`src/design/asg_bus_pkg.sv`:
```
////////////////////////////////////////////////////////////
// CPU bus opcodes for waveform table access
////////////////////////////////////////////////////////////

package asg_bus_pkg;

  // one opcode per cycle on the CPU side
  typedef enum logic [1:0] {
    // no access
    op_nop = 2'd0,
    // read-back of one table word
    op_rd  = 2'd1,
    // write of one table word
    op_wr  = 2'd2
  } bus_op_e;

  // 2'd3 is unused and gets no acknowledge

endpackage : asg_bus_pkg

```
`src/design/asg_ctrl_pkg.sv`:
```
////////////////////////////////////////////////////////////
// control definitions for the signal generator channel
// shared by the sequencer, the stream stage and the top
////////////////////////////////////////////////////////////

package asg_ctrl_pkg;

  //////////////////////////////////////////////////////////
  // sequencer states
  //////////////////////////////////////////////////////////

  typedef enum logic [1:0] {
    // waiting for an unmasked trigger
    st_idle = 2'd0,
    // reading samples from the table
    st_data = 2'd1,
    // burst idle part, last sample repeats
    st_hold = 2'd2,
    // burst count exhausted, pipeline drains
    st_done = 2'd3
  } asg_state_e;

  // credit counter width
  // limits the initial credit parameter to 15
  localparam int unsigned CRD_W = 4;

endpackage : asg_ctrl_pkg

```
`src/design/asg.sv`:
```
////////////////////////////////////////////////////////////
// one signal generator channel, table to credit stream
// parameters set here reach all four blocks
////////////////////////////////////////////////////////////

`timescale 1ns/1ns

module asg #(
  parameter int unsigned                     TN  = 2,
  parameter int unsigned                     DW  = 14,
  parameter int unsigned                     CWM = 8,
  parameter int unsigned                     CWF = 8,
  parameter int unsigned                     CWL = 16,
  parameter int unsigned                     CWN = 8,
  parameter logic [asg_ctrl_pkg::CRD_W-1:0] CRD = 4'd4
)(
  input  logic                 sto,
  input  logic                 ctl_rst,
  // triggers
  input  logic [TN-1:0]        trg_in,
  input  logic [TN-1:0]        cfg_trg,
  output logic                 trg_out,
  output logic                 irq_trg,
  output logic                 irq_stp,
  // periodic configuration
  input  logic [CWM+CWF-1:0]   cfg_siz,
  input  logic [CWM+CWF-1:0]   cfg_stp,
  input  logic [CWM+CWF-1:0]   cfg_off,
  // burst configuration
  input  logic                 cfg_ben,
  input  logic                 cfg_inf,
  input  logic [CWM-1:0]       cfg_bdl,
  input  logic [CWL-1:0]       cfg_bln,
  input  logic [CWN-1:0]       cfg_bnm,
  // status
  output logic                 sts_run,
  output logic [CWL-1:0]       sts_bln,
  output logic [CWN-1:0]       sts_bnm,
  // CPU bus
  input  asg_bus_pkg::bus_op_e bus_op,
  input  logic [CWM-1:0]       bus_addr,
  input  logic [DW-1:0]        bus_wdata,
  output logic [DW-1:0]        bus_rdata,
  output logic                 bus_ack,
  // stream
  output logic [DW-1:0]        str_dat,
  output logic                 str_vld,
  output logic                 str_lst,
  input  logic                 str_crd
);

  ////////////////////////////////////////////////////////////
  // internal wires
  ////////////////////////////////////////////////////////////

  logic           adv;
  logic           ptr_load;
  logic           ptr_step;
  logic [CWM-1:0] ptr_addr;
  logic           rd_en;
  logic           smp_vld;
  logic           smp_lst;
  logic [DW-1:0]  smp_dat;

  ////////////////////////////////////////////////////////////
  // blocks
  ////////////////////////////////////////////////////////////

  // play control
  asg_sequencer #(.TN(TN), .CWM(CWM), .CWL(CWL), .CWN(CWN)) i_sequencer (
    .sto(sto), .ctl_rst(ctl_rst), .adv(adv),
    .trg_in(trg_in), .cfg_trg(cfg_trg),
    .cfg_ben(cfg_ben), .cfg_inf(cfg_inf),
    .cfg_bdl(cfg_bdl), .cfg_bln(cfg_bln), .cfg_bnm(cfg_bnm),
    .ptr_load(ptr_load), .ptr_step(ptr_step), .rd_en(rd_en),
    .smp_vld(smp_vld), .smp_lst(smp_lst),
    .trg_out(trg_out), .irq_trg(irq_trg), .irq_stp(irq_stp),
    .sts_run(sts_run), .sts_bln(sts_bln), .sts_bnm(sts_bnm)
  );

  // phase pointer
  asg_pointer #(.CWM(CWM), .CWF(CWF)) i_pointer (
    .sto(sto), .ctl_rst(ctl_rst), .adv(adv),
    .ptr_load(ptr_load), .ptr_step(ptr_step),
    .cfg_off(cfg_off), .cfg_stp(cfg_stp), .cfg_siz(cfg_siz),
    .ptr_addr(ptr_addr)
  );

  // waveform memory
  asg_table #(.DW(DW), .CWM(CWM)) i_table (
    .sto(sto), .ctl_rst(ctl_rst),
    .bus_op(bus_op), .bus_addr(bus_addr), .bus_wdata(bus_wdata),
    .bus_rdata(bus_rdata), .bus_ack(bus_ack),
    .rd_en(rd_en), .adv(adv), .ptr_addr(ptr_addr), .smp_dat(smp_dat)
  );

  // credit stream output
  asg_stream_out #(.DW(DW), .CRD(CRD)) i_stream_out (
    .sto(sto), .ctl_rst(ctl_rst),
    .smp_dat(smp_dat), .smp_vld(smp_vld), .smp_lst(smp_lst),
    .adv(adv),
    .str_dat(str_dat), .str_vld(str_vld), .str_lst(str_lst), .str_crd(str_crd)
  );

endmodule : asg

```
`src/design/asg_pointer.sv`:
```
////////////////////////////////////////////////////////////
// fixed point phase pointer into the waveform table
////////////////////////////////////////////////////////////

`timescale 1ns/1ns

module asg_pointer #(
  parameter int unsigned CWM = 8,
  parameter int unsigned CWF = 8
)(
  input  logic               sto,
  input  logic               ctl_rst,
  input  logic               adv,
  // commands from the sequencer
  input  logic               ptr_load,
  input  logic               ptr_step,
  // configuration
  input  logic [CWM+CWF-1:0] cfg_off,
  input  logic [CWM+CWF-1:0] cfg_stp,
  input  logic [CWM+CWF-1:0] cfg_siz,
  // integer part to the table
  output logic [CWM-1:0]     ptr_addr
);

  localparam int unsigned PW = CWM + CWF;

  logic [PW-1:0] ptr_cur;
  // one extra bit for carry and for the sign of the difference
  logic [PW:0]   ptr_nxt;
  logic [PW:0]   ptr_sub;

  // step by cfg_stp+1
  assign ptr_nxt = {1'b0, ptr_cur} + {1'b0, cfg_stp} + 1'b1;
  // distance past the end of the table (cfg_siz+1)
  assign ptr_sub = ptr_nxt - ({1'b0, cfg_siz} + 1'b1);

  always_ff @(posedge sto) begin
    if (ctl_rst) begin
      ptr_cur <= '0;
    end else if (adv) begin
      if (ptr_load) begin
        // start or burst restart at phase offset
        ptr_cur <= cfg_off;
      end else if (ptr_step) begin
        // negative difference means no wrap yet
        ptr_cur <= ptr_sub[PW] ? ptr_nxt[PW-1:0] : ptr_sub[PW-1:0];
      end
    end
  end

  // drop the fraction
  assign ptr_addr = ptr_cur[CWF +: CWM];

endmodule : asg_pointer

```
`src/design/asg_sequencer.sv`:
```
////////////////////////////////////////////////////////////
// trigger handling, play FSM and burst counters
// drives pointer and table, flags beats for the stream stage
////////////////////////////////////////////////////////////

`timescale 1ns/1ns

module asg_sequencer #(
  parameter int unsigned TN  = 2,
  parameter int unsigned CWM = 8,
  parameter int unsigned CWL = 16,
  parameter int unsigned CWN = 8
)(
  input  logic           sto,
  input  logic           ctl_rst,
  input  logic           adv,
  // triggers
  input  logic [TN-1:0]  trg_in,
  input  logic [TN-1:0]  cfg_trg,
  // burst configuration
  input  logic           cfg_ben,
  input  logic           cfg_inf,
  input  logic [CWM-1:0] cfg_bdl,
  input  logic [CWL-1:0] cfg_bln,
  input  logic [CWN-1:0] cfg_bnm,
  // pointer and table control
  output logic           ptr_load,
  output logic           ptr_step,
  output logic           rd_en,
  // beat flags, aligned with table read data
  output logic           smp_vld,
  output logic           smp_lst,
  // events and status
  output logic           trg_out,
  output logic           irq_trg,
  output logic           irq_stp,
  output logic           sts_run,
  output logic [CWL-1:0] sts_bln,
  output logic [CWN-1:0] sts_bnm
);

  asg_ctrl_pkg::asg_state_e state;

  logic trg;
  logic trg_acc;
  logic beat;
  logic end_bdl;
  logic end_bln;
  logic end_bnm;
  logic prd_end;
  logic fin;
  logic rpt;

  ////////////////////////////////////////////////////////////
  // decode
  ////////////////////////////////////////////////////////////

  // masked trigger OR
  assign trg     = |(trg_in & cfg_trg);
  // only taken in idle, ignored while running
  assign trg_acc = (state == asg_ctrl_pkg::st_idle) && trg;

  // one beat per advancing cycle in data and hold
  assign beat = (state == asg_ctrl_pkg::st_data) || (state == asg_ctrl_pkg::st_hold);

  // counter end conditions
  assign end_bdl = (sts_bln == CWL'(cfg_bdl));
  assign end_bln = (sts_bln == cfg_bln);
  // never true in infinite mode
  assign end_bnm = (sts_bnm == cfg_bnm) && !cfg_inf;

  // last beat of a burst period
  assign prd_end = beat && cfg_ben && end_bln;
  // last beat of the final period
  assign fin     = prd_end && end_bnm;
  // period end with more periods to go
  assign rpt     = prd_end && !end_bnm;

  // table reads stop in hold so the last sample repeats
  assign rd_en    = (state == asg_ctrl_pkg::st_data);
  assign ptr_load = trg_acc || rpt;
  assign ptr_step = rd_en;
  assign sts_run  = (state != asg_ctrl_pkg::st_idle);

  ////////////////////////////////////////////////////////////
  // state machine and burst counters
  ////////////////////////////////////////////////////////////

  always_ff @(posedge sto) begin
    if (ctl_rst) begin
      state   <= asg_ctrl_pkg::st_idle;
      sts_bln <= '0;
      sts_bnm <= '0;
    end else if (adv) begin
      case (state)
        asg_ctrl_pkg::st_idle: begin
          if (trg) begin
            state   <= asg_ctrl_pkg::st_data;
            sts_bln <= '0;
            sts_bnm <= '0;
          end
        end
        asg_ctrl_pkg::st_data,
        asg_ctrl_pkg::st_hold: begin
          // periodic mode never leaves st_data
          if (cfg_ben) begin
            if (end_bln) begin
              if (end_bnm) begin
                state <= asg_ctrl_pkg::st_done;
              end else begin
                // next period, pointer reloads at the same time
                state   <= asg_ctrl_pkg::st_data;
                sts_bln <= '0;
                if (!cfg_inf) begin
                  sts_bnm <= sts_bnm + 1'b1;
                end
              end
            end else begin
              sts_bln <= sts_bln + 1'b1;
              // data part done
              if ((state == asg_ctrl_pkg::st_data) && end_bdl) begin
                state <= asg_ctrl_pkg::st_hold;
              end
            end
          end
        end
        asg_ctrl_pkg::st_done: begin
          // wait until the last beat left the flag stage
          if (!smp_vld) begin
            state <= asg_ctrl_pkg::st_idle;
          end
        end
        default: begin
          state <= asg_ctrl_pkg::st_idle;
        end
      endcase
    end
  end

  ////////////////////////////////////////////////////////////
  // beat flags
  ////////////////////////////////////////////////////////////

  // one stage delay to match the registered table read
  always_ff @(posedge sto) begin
    if (ctl_rst) begin
      smp_vld <= 1'b0;
      smp_lst <= 1'b0;
    end else if (adv) begin
      smp_vld <= beat;
      smp_lst <= fin;
    end
  end

  // single cycle event pulses
  always_ff @(posedge sto) begin
    if (ctl_rst) begin
      trg_out <= 1'b0;
      irq_trg <= 1'b0;
      irq_stp <= 1'b0;
    end else begin
      trg_out <= adv && trg_acc;
      irq_trg <= adv && trg_acc;
      irq_stp <= adv && fin;
    end
  end

endmodule : asg_sequencer

```
`src/design/asg_stream_out.sv`:
```
////////////////////////////////////////////////////////////
// output register and credit counter
// adv throttles the whole sample pipeline
////////////////////////////////////////////////////////////

`timescale 1ns/1ns

module asg_stream_out #(
  parameter int unsigned                     DW  = 14,
  parameter logic [asg_ctrl_pkg::CRD_W-1:0] CRD = 4'd4
)(
  input  logic          sto,
  input  logic          ctl_rst,
  // from table and sequencer
  input  logic [DW-1:0] smp_dat,
  input  logic          smp_vld,
  input  logic          smp_lst,
  // pipeline enable
  output logic          adv,
  // stream
  output logic [DW-1:0] str_dat,
  output logic          str_vld,
  output logic          str_lst,
  input  logic          str_crd
);

  // output register holds a beat
  logic pnd;
  logic lst_q;
  logic send;
  logic [asg_ctrl_pkg::CRD_W-1:0] crd_cnt;

  ////////////////////////////////////////////////////////////
  // handshake
  ////////////////////////////////////////////////////////////

  // a pending beat goes out only with a credit in hand
  assign send = pnd && (crd_cnt != '0);

  // register empty, or emptied this cycle
  assign adv = !pnd || send;

  assign str_vld = send;
  assign str_lst = send && lst_q;

  ////////////////////////////////////////////////////////////
  // output register
  ////////////////////////////////////////////////////////////

  always_ff @(posedge sto) begin
    if (ctl_rst) begin
      pnd   <= 1'b0;
      lst_q <= 1'b0;
    end else if (adv) begin
      pnd   <= smp_vld;
      lst_q <= smp_lst;
    end
  end

  // sample word
  always_ff @(posedge sto) begin
    if (adv && smp_vld) begin
      str_dat <= smp_dat;
    end
  end

  ////////////////////////////////////////////////////////////
  // credits
  ////////////////////////////////////////////////////////////

  // credits start at CRD after reset
  always_ff @(posedge sto) begin
    if (ctl_rst) begin
      crd_cnt <= CRD;
    end else begin
      case ({str_crd, send})
        2'b10:   crd_cnt <= crd_cnt + 1'b1;
        2'b01:   crd_cnt <= crd_cnt - 1'b1;
        // return and send cancel out
        default: crd_cnt <= crd_cnt;
      endcase
    end
  end

endmodule : asg_stream_out

```
`src/design/asg_table.sv`:
```
////////////////////////////////////////////////////////////
// waveform table RAM, CPU port plus registered stream read
////////////////////////////////////////////////////////////

`timescale 1ns/1ns

module asg_table #(
  parameter int unsigned DW  = 14,
  parameter int unsigned CWM = 8
)(
  input  logic                 sto,
  input  logic                 ctl_rst,
  // CPU side
  input  asg_bus_pkg::bus_op_e bus_op,
  input  logic [CWM-1:0]       bus_addr,
  input  logic [DW-1:0]        bus_wdata,
  output logic [DW-1:0]        bus_rdata,
  output logic                 bus_ack,
  // stream side
  input  logic                 rd_en,
  input  logic                 adv,
  input  logic [CWM-1:0]       ptr_addr,
  output logic [DW-1:0]        smp_dat
);

  // 2**CWM sample words
  logic [DW-1:0] mem [0:2**CWM-1];

  ////////////////////////////////////////////////////////////
  // CPU access
  ////////////////////////////////////////////////////////////

  // table fill
  always_ff @(posedge sto) begin
    if (bus_op == asg_bus_pkg::op_wr) begin
      mem[bus_addr] <= bus_wdata;
    end
  end

  // read-back, valid together with bus_ack
  always_ff @(posedge sto) begin
    if (bus_op == asg_bus_pkg::op_rd) begin
      bus_rdata <= mem[bus_addr];
    end
  end

  // one cycle acknowledge for reads and writes
  always_ff @(posedge sto) begin
    if (ctl_rst) begin
      bus_ack <= 1'b0;
    end else begin
      bus_ack <= (bus_op == asg_bus_pkg::op_rd) || (bus_op == asg_bus_pkg::op_wr);
    end
  end

  ////////////////////////////////////////////////////////////
  // stream read
  ////////////////////////////////////////////////////////////

  // holds the old word while rd_en is low (burst hold)
  // or while the output stage stalls
  always_ff @(posedge sto) begin
    if (rd_en && adv) begin
      smp_dat <= mem[ptr_addr];
    end
  end

endmodule : asg_table

```
`config.mk`:
```
export PLATFORM = sky130hd
export DESIGN_NAME = asg
export DESIGN_NICKNAME = d
export VERILOG_FILES = /design/src/design/asg_bus_pkg.sv /design/src/design/asg_ctrl_pkg.sv /design/src/design/asg.sv /design/src/design/asg_pointer.sv /design/src/design/asg_sequencer.sv /design/src/design/asg_stream_out.sv /design/src/design/asg_table.sv
export SDC_FILE = /design/constraint.sdc
export NUM_CORES = 2
export LEC_CHECK = 0
export BUFFER_PORTS_ARGS = -buffer_cell sky130_fd_sc_hd__clkbuf_2
export CORE_MARGIN = 2
export CORE_UTILIZATION = 30
export DETAILED_ROUTE_END_ITERATION = 7
export GPL_ROUTABILITY_DRIVEN = 0
export MAX_ROUTING_LAYER = met4
export SETUP_SLACK_MARGIN = 0.3
export SLEW_MARGIN = 0
export SYNTH_ARGS = -nofsm -noshare
export SYNTH_HDL_FRONTEND = slang
export SYNTH_SLANG_ARGS = --single-unit
```
`constraint.sdc`:
```
create_clock -name sto -period 6.3 [get_ports sto]
set_input_delay 0.945 -clock sto [delete_from_list [all_inputs] [get_ports sto]]
set_output_delay 0.945 -clock sto [all_outputs]
set_load 0.005 [all_outputs]
```
==> results.toml <==
[clocking]
ctsResizeCount = 0
post_cts_buffers = 0
cts_made_buffers = 380
cts-root-buf = "clkbuf_16"
cts_tree = "yes"
cts.path.max_buffers = 4
htree_levels = 5
hold_buffers = 0
clkSlewWorstSetupHoldPaths_ps = 60
clock-sinks = 3679
clock_latency_ps = 1030

[pwr]
switching_share_pct = 31.2
vdd_drop_max_uv = 415
leakage_nw = 58.3
p_int_w = 0.0496
combPwrFrac_pct = 29.9
p_seq_share_pct = 38.2
power_density_mw_per_mm2 = 368
switching_power_w = 0.0224
p_clk_share_pct = 31.8

[worst_hold_path]
hold_start = "cfg_off[5]"
whs_path_depth = 3
hp-class = "in -> reg"
holdPathEnd = "i_pointer.ptr_cur[5]$_SDFFE_PP0P_"

[route]
drtIter0Drc = 14400
num_vias = 93100
first_pass_iters = 6
drcViolationCount = 0
wire_per_inst_um = 35.5
wl_mm = 566
viasPerCell = 5.84
drtAntennaViolNets = 0

[critical_path]
r2r_start = "i_pointer.ptr_cur[8]$_SDFFE_PP0P_"
timing.reg2reg.setup_slack_ps = 1540
reg2reg_depth = 6
crit_type = "reg -> reg"
end_kind = "register"
worst_r2r_endpoint = "i_table.smp_dat[12]$_DFFE_PP_"
path_max_fanout = 40
start_kind = "register"
required_ps = 7020
arrival_ps = 5480

[die]
pin_count = 172
row_count = 276
core_area_sq_mm = 0.566
initial_core_util_pct = 30.2
die_h_um = 758
fp.dieW_um = 758
fp.dieArea_sq_mm = 0.575

[sta]
tns_ps = 0
tightestPinTransition_ps = 1360
holdWs_ps = 275
max_freq_ghz = 0.210
fin_crit_ps = 4760
fin_crit_sh_pct = 75.5
slew_violations = 0
final-setup-viol-count = 0
hold_viol = 0
rsz0062_at_grt = "false"
maxSlewHeadroom_pct = 9.39
final.setup_skew_ps = 87.0

[synth]
seq_area_frac_synth_pct = 64.5
ys_top_cells_by_area = "edfxtp_1 (64%), mux4_2 (30%), nor2_1 (0.76%), clkbuf_1 (0.71%), dfxtp_1 (0.62%)"
synth_async_sr_flop_share_pct = 0
yosysTopAreaCell = "edfxtp_1"
synth_ff_type = "edfxtp_1"
syn_area_sq_mm = 0.171
netlist_instances = 7634
ys_types = 63
synth-seq-cells = 3679
synth_top_area_share_pct = 63.8
synth.avg_cell_area_sq_um = 22.3
synth_nets = 7795
synth-edff-count = 3626
synth_warnings = 0

[final_layout]
drive_gt1_share_pct = 44.5
layout.nets = 8239
num-fill-cells = 51900
multi_input_area_sq_mm = 0.0586
regArea_sq_mm = 0.110
area_growth_syn_to_layout_pct = 14.9

[job]
drv_cap = 0

[placed_design]
portBuffers = 171
hpwl_mm = 358

[global_routing]
grt_max_degree = 192
grt_pass1_vias = 94100
grt-ovfl-total = 0
grt_usage_pct = 19.8
grt_pass1_wl_mm = 777
antenna_found_initial = 53

[run_status]
status = "complete, no violations"
==> registers in the layout, indices dropped and copies added, names as in the netlist, 2 cells and up <==
signal,count
i_table.smp_dat,14
i_pointer.ptr_cur,16
i_stream_out.str_dat,14
i_table.mem,3584
i_sequencer.sts_bln,16
i_table.bus_rdata,14
i_stream_out.crd_cnt,4
i_sequencer.sts_bnm,8
i_sequencer.state,2
==> final cells by class <==
type	count	share of cell area (%)
diodes	40	0.0511
clock buffers	463	5.06
clock inverters	230	1.28
inverters	38	0.0728
multi-input cells	3323	29.9
flip-flops and latches	3679	56.1
well taps	7506	4.79
repair buffers	656	2.74
==> through the flow <==
stage | worst slack [ps] | area [sq um] | util, % | total power, W | instances
final | 1540 | 196000 | 34.7 | 0.0720 | 15900
after detailed placement | 963 | 183000 | 32.4 | 0.0495 | 15200
after CTS | 1540 | 196000 | 34.6 | 0.0722 | 15900
after global routing | 1250 | 196000 | 34.7 | 0.0738 | 15900
after global placement | 795 | 183000 | 32.4 | 0.0493 | 15200
after floorplan | 1430 | 171000 | - | 0.0413 | 7634
==> synth_stat cells (38+ instances only) <==
master and instances:
mux2i_1 38, inv_1 38, ha_1 45, nand3_1 55, clkbuf_1 322, dfxtp_1 53
xnor2_1 49, nor2_1 345, a22oi_1 43, edfxtp_1 3626, buf_2 176, mux4_2 2309
nand2_1 114, buf_1 85
==> worst max path at each step <==
stage	start	end	slack, ps	cells after the start
after floorplan	cfg_stp[0]	i_pointer.ptr_cur[0]$_SDFFE_PP0P_	1430	18
after global placement	cfg_stp[1]	i_pointer.ptr_cur[1]$_SDFFE_PP0P_	800	19
after detailed placement	cfg_stp[0]	i_pointer.ptr_cur[1]$_SDFFE_PP0P_	960	19
after CTS	i_pointer.ptr_cur[8]$_SDFFE_PP0P_	i_table.smp_dat[12]$_DFFE_PP_	1540	6
after global routing	i_pointer.ptr_cur[1]$_SDFFE_PP0P_	i_pointer.ptr_cur[1]$_SDFFE_PP0P_	1250	18
final	i_pointer.ptr_cur[8]$_SDFFE_PP0P_	i_table.smp_dat[12]$_DFFE_PP_	1540	6
==> per-layer routing <==
layer	part of all wire (%)	GRT usage, %	up-vias
met3	11	4.49	1045
met1	38	25.5	51400
met4	5.2	8.81	0
met5	0	-	-
met2	47	30.2	5744
li1	-	-	34900
==> power groups by stage <==
stage	clock network [W]	registers (W)	logic, W
after CTS	0.0232	0.0275	0.0214
after global placement	0	0.0281	0.0213
after detailed placement	0	0.0281	0.0214
after floorplan	0	0.0277	0.0136
final	0.0229	0.0275	0.0216
after global routing	0.0241	0.0276	0.0222
==> critical path, stage by stage (launching register included) <==
cell and delay (ps):
dfxtp_4 740, buf_12 390, buf_4 750, mux4_2 610
mux4_2 610, mux4_2 630, mux4_2 650
==> cells in the final DEF, fill, tap and decap left out, types with 14 or more instances in the layout <==
cell        instances
nand2_1           102
mux4_2           2309
diode_2            40
clkbuf_1           76
o21ai_0            28
nand2b_1           17
buf_12             57
buf_4             429
o22ai_1            15
dfxtp_1            47
clkbuf_8           19
a32oi_1            20
bufinv_16          41
a21oi_1            30
nor2_1            151
nand4_1            28
xor2_1             28
clkbuf_16         382
nor2_4             18
clkbuf_2          151
ha_1               45
a22oi_1            43
inv_1              38
nand3_1            51
mux2i_1            38
nor3_1             14
nor2_2            176
nor2b_1            19
edfxtp_1         3626
xnor2_1            49
clkinvlp_4         18
clkinv_1           83
clkinv_2           57
==> logic make-up after synthesis <==
group                    count (synthesis)  synth area share (%)
flip-flops                            3679                  64.5
AO/OA/AOI/OAI                          202                 0.835
XOR/XNOR                                78                 0.401
multiplexers                          2352                  30.7
AND/OR/NAND/NOR                        643                  1.65
adder cells (fa/ha/maj)                 48                 0.365
buffers and inverters                  632                  1.55
Power figures use the tool's default switching activity.
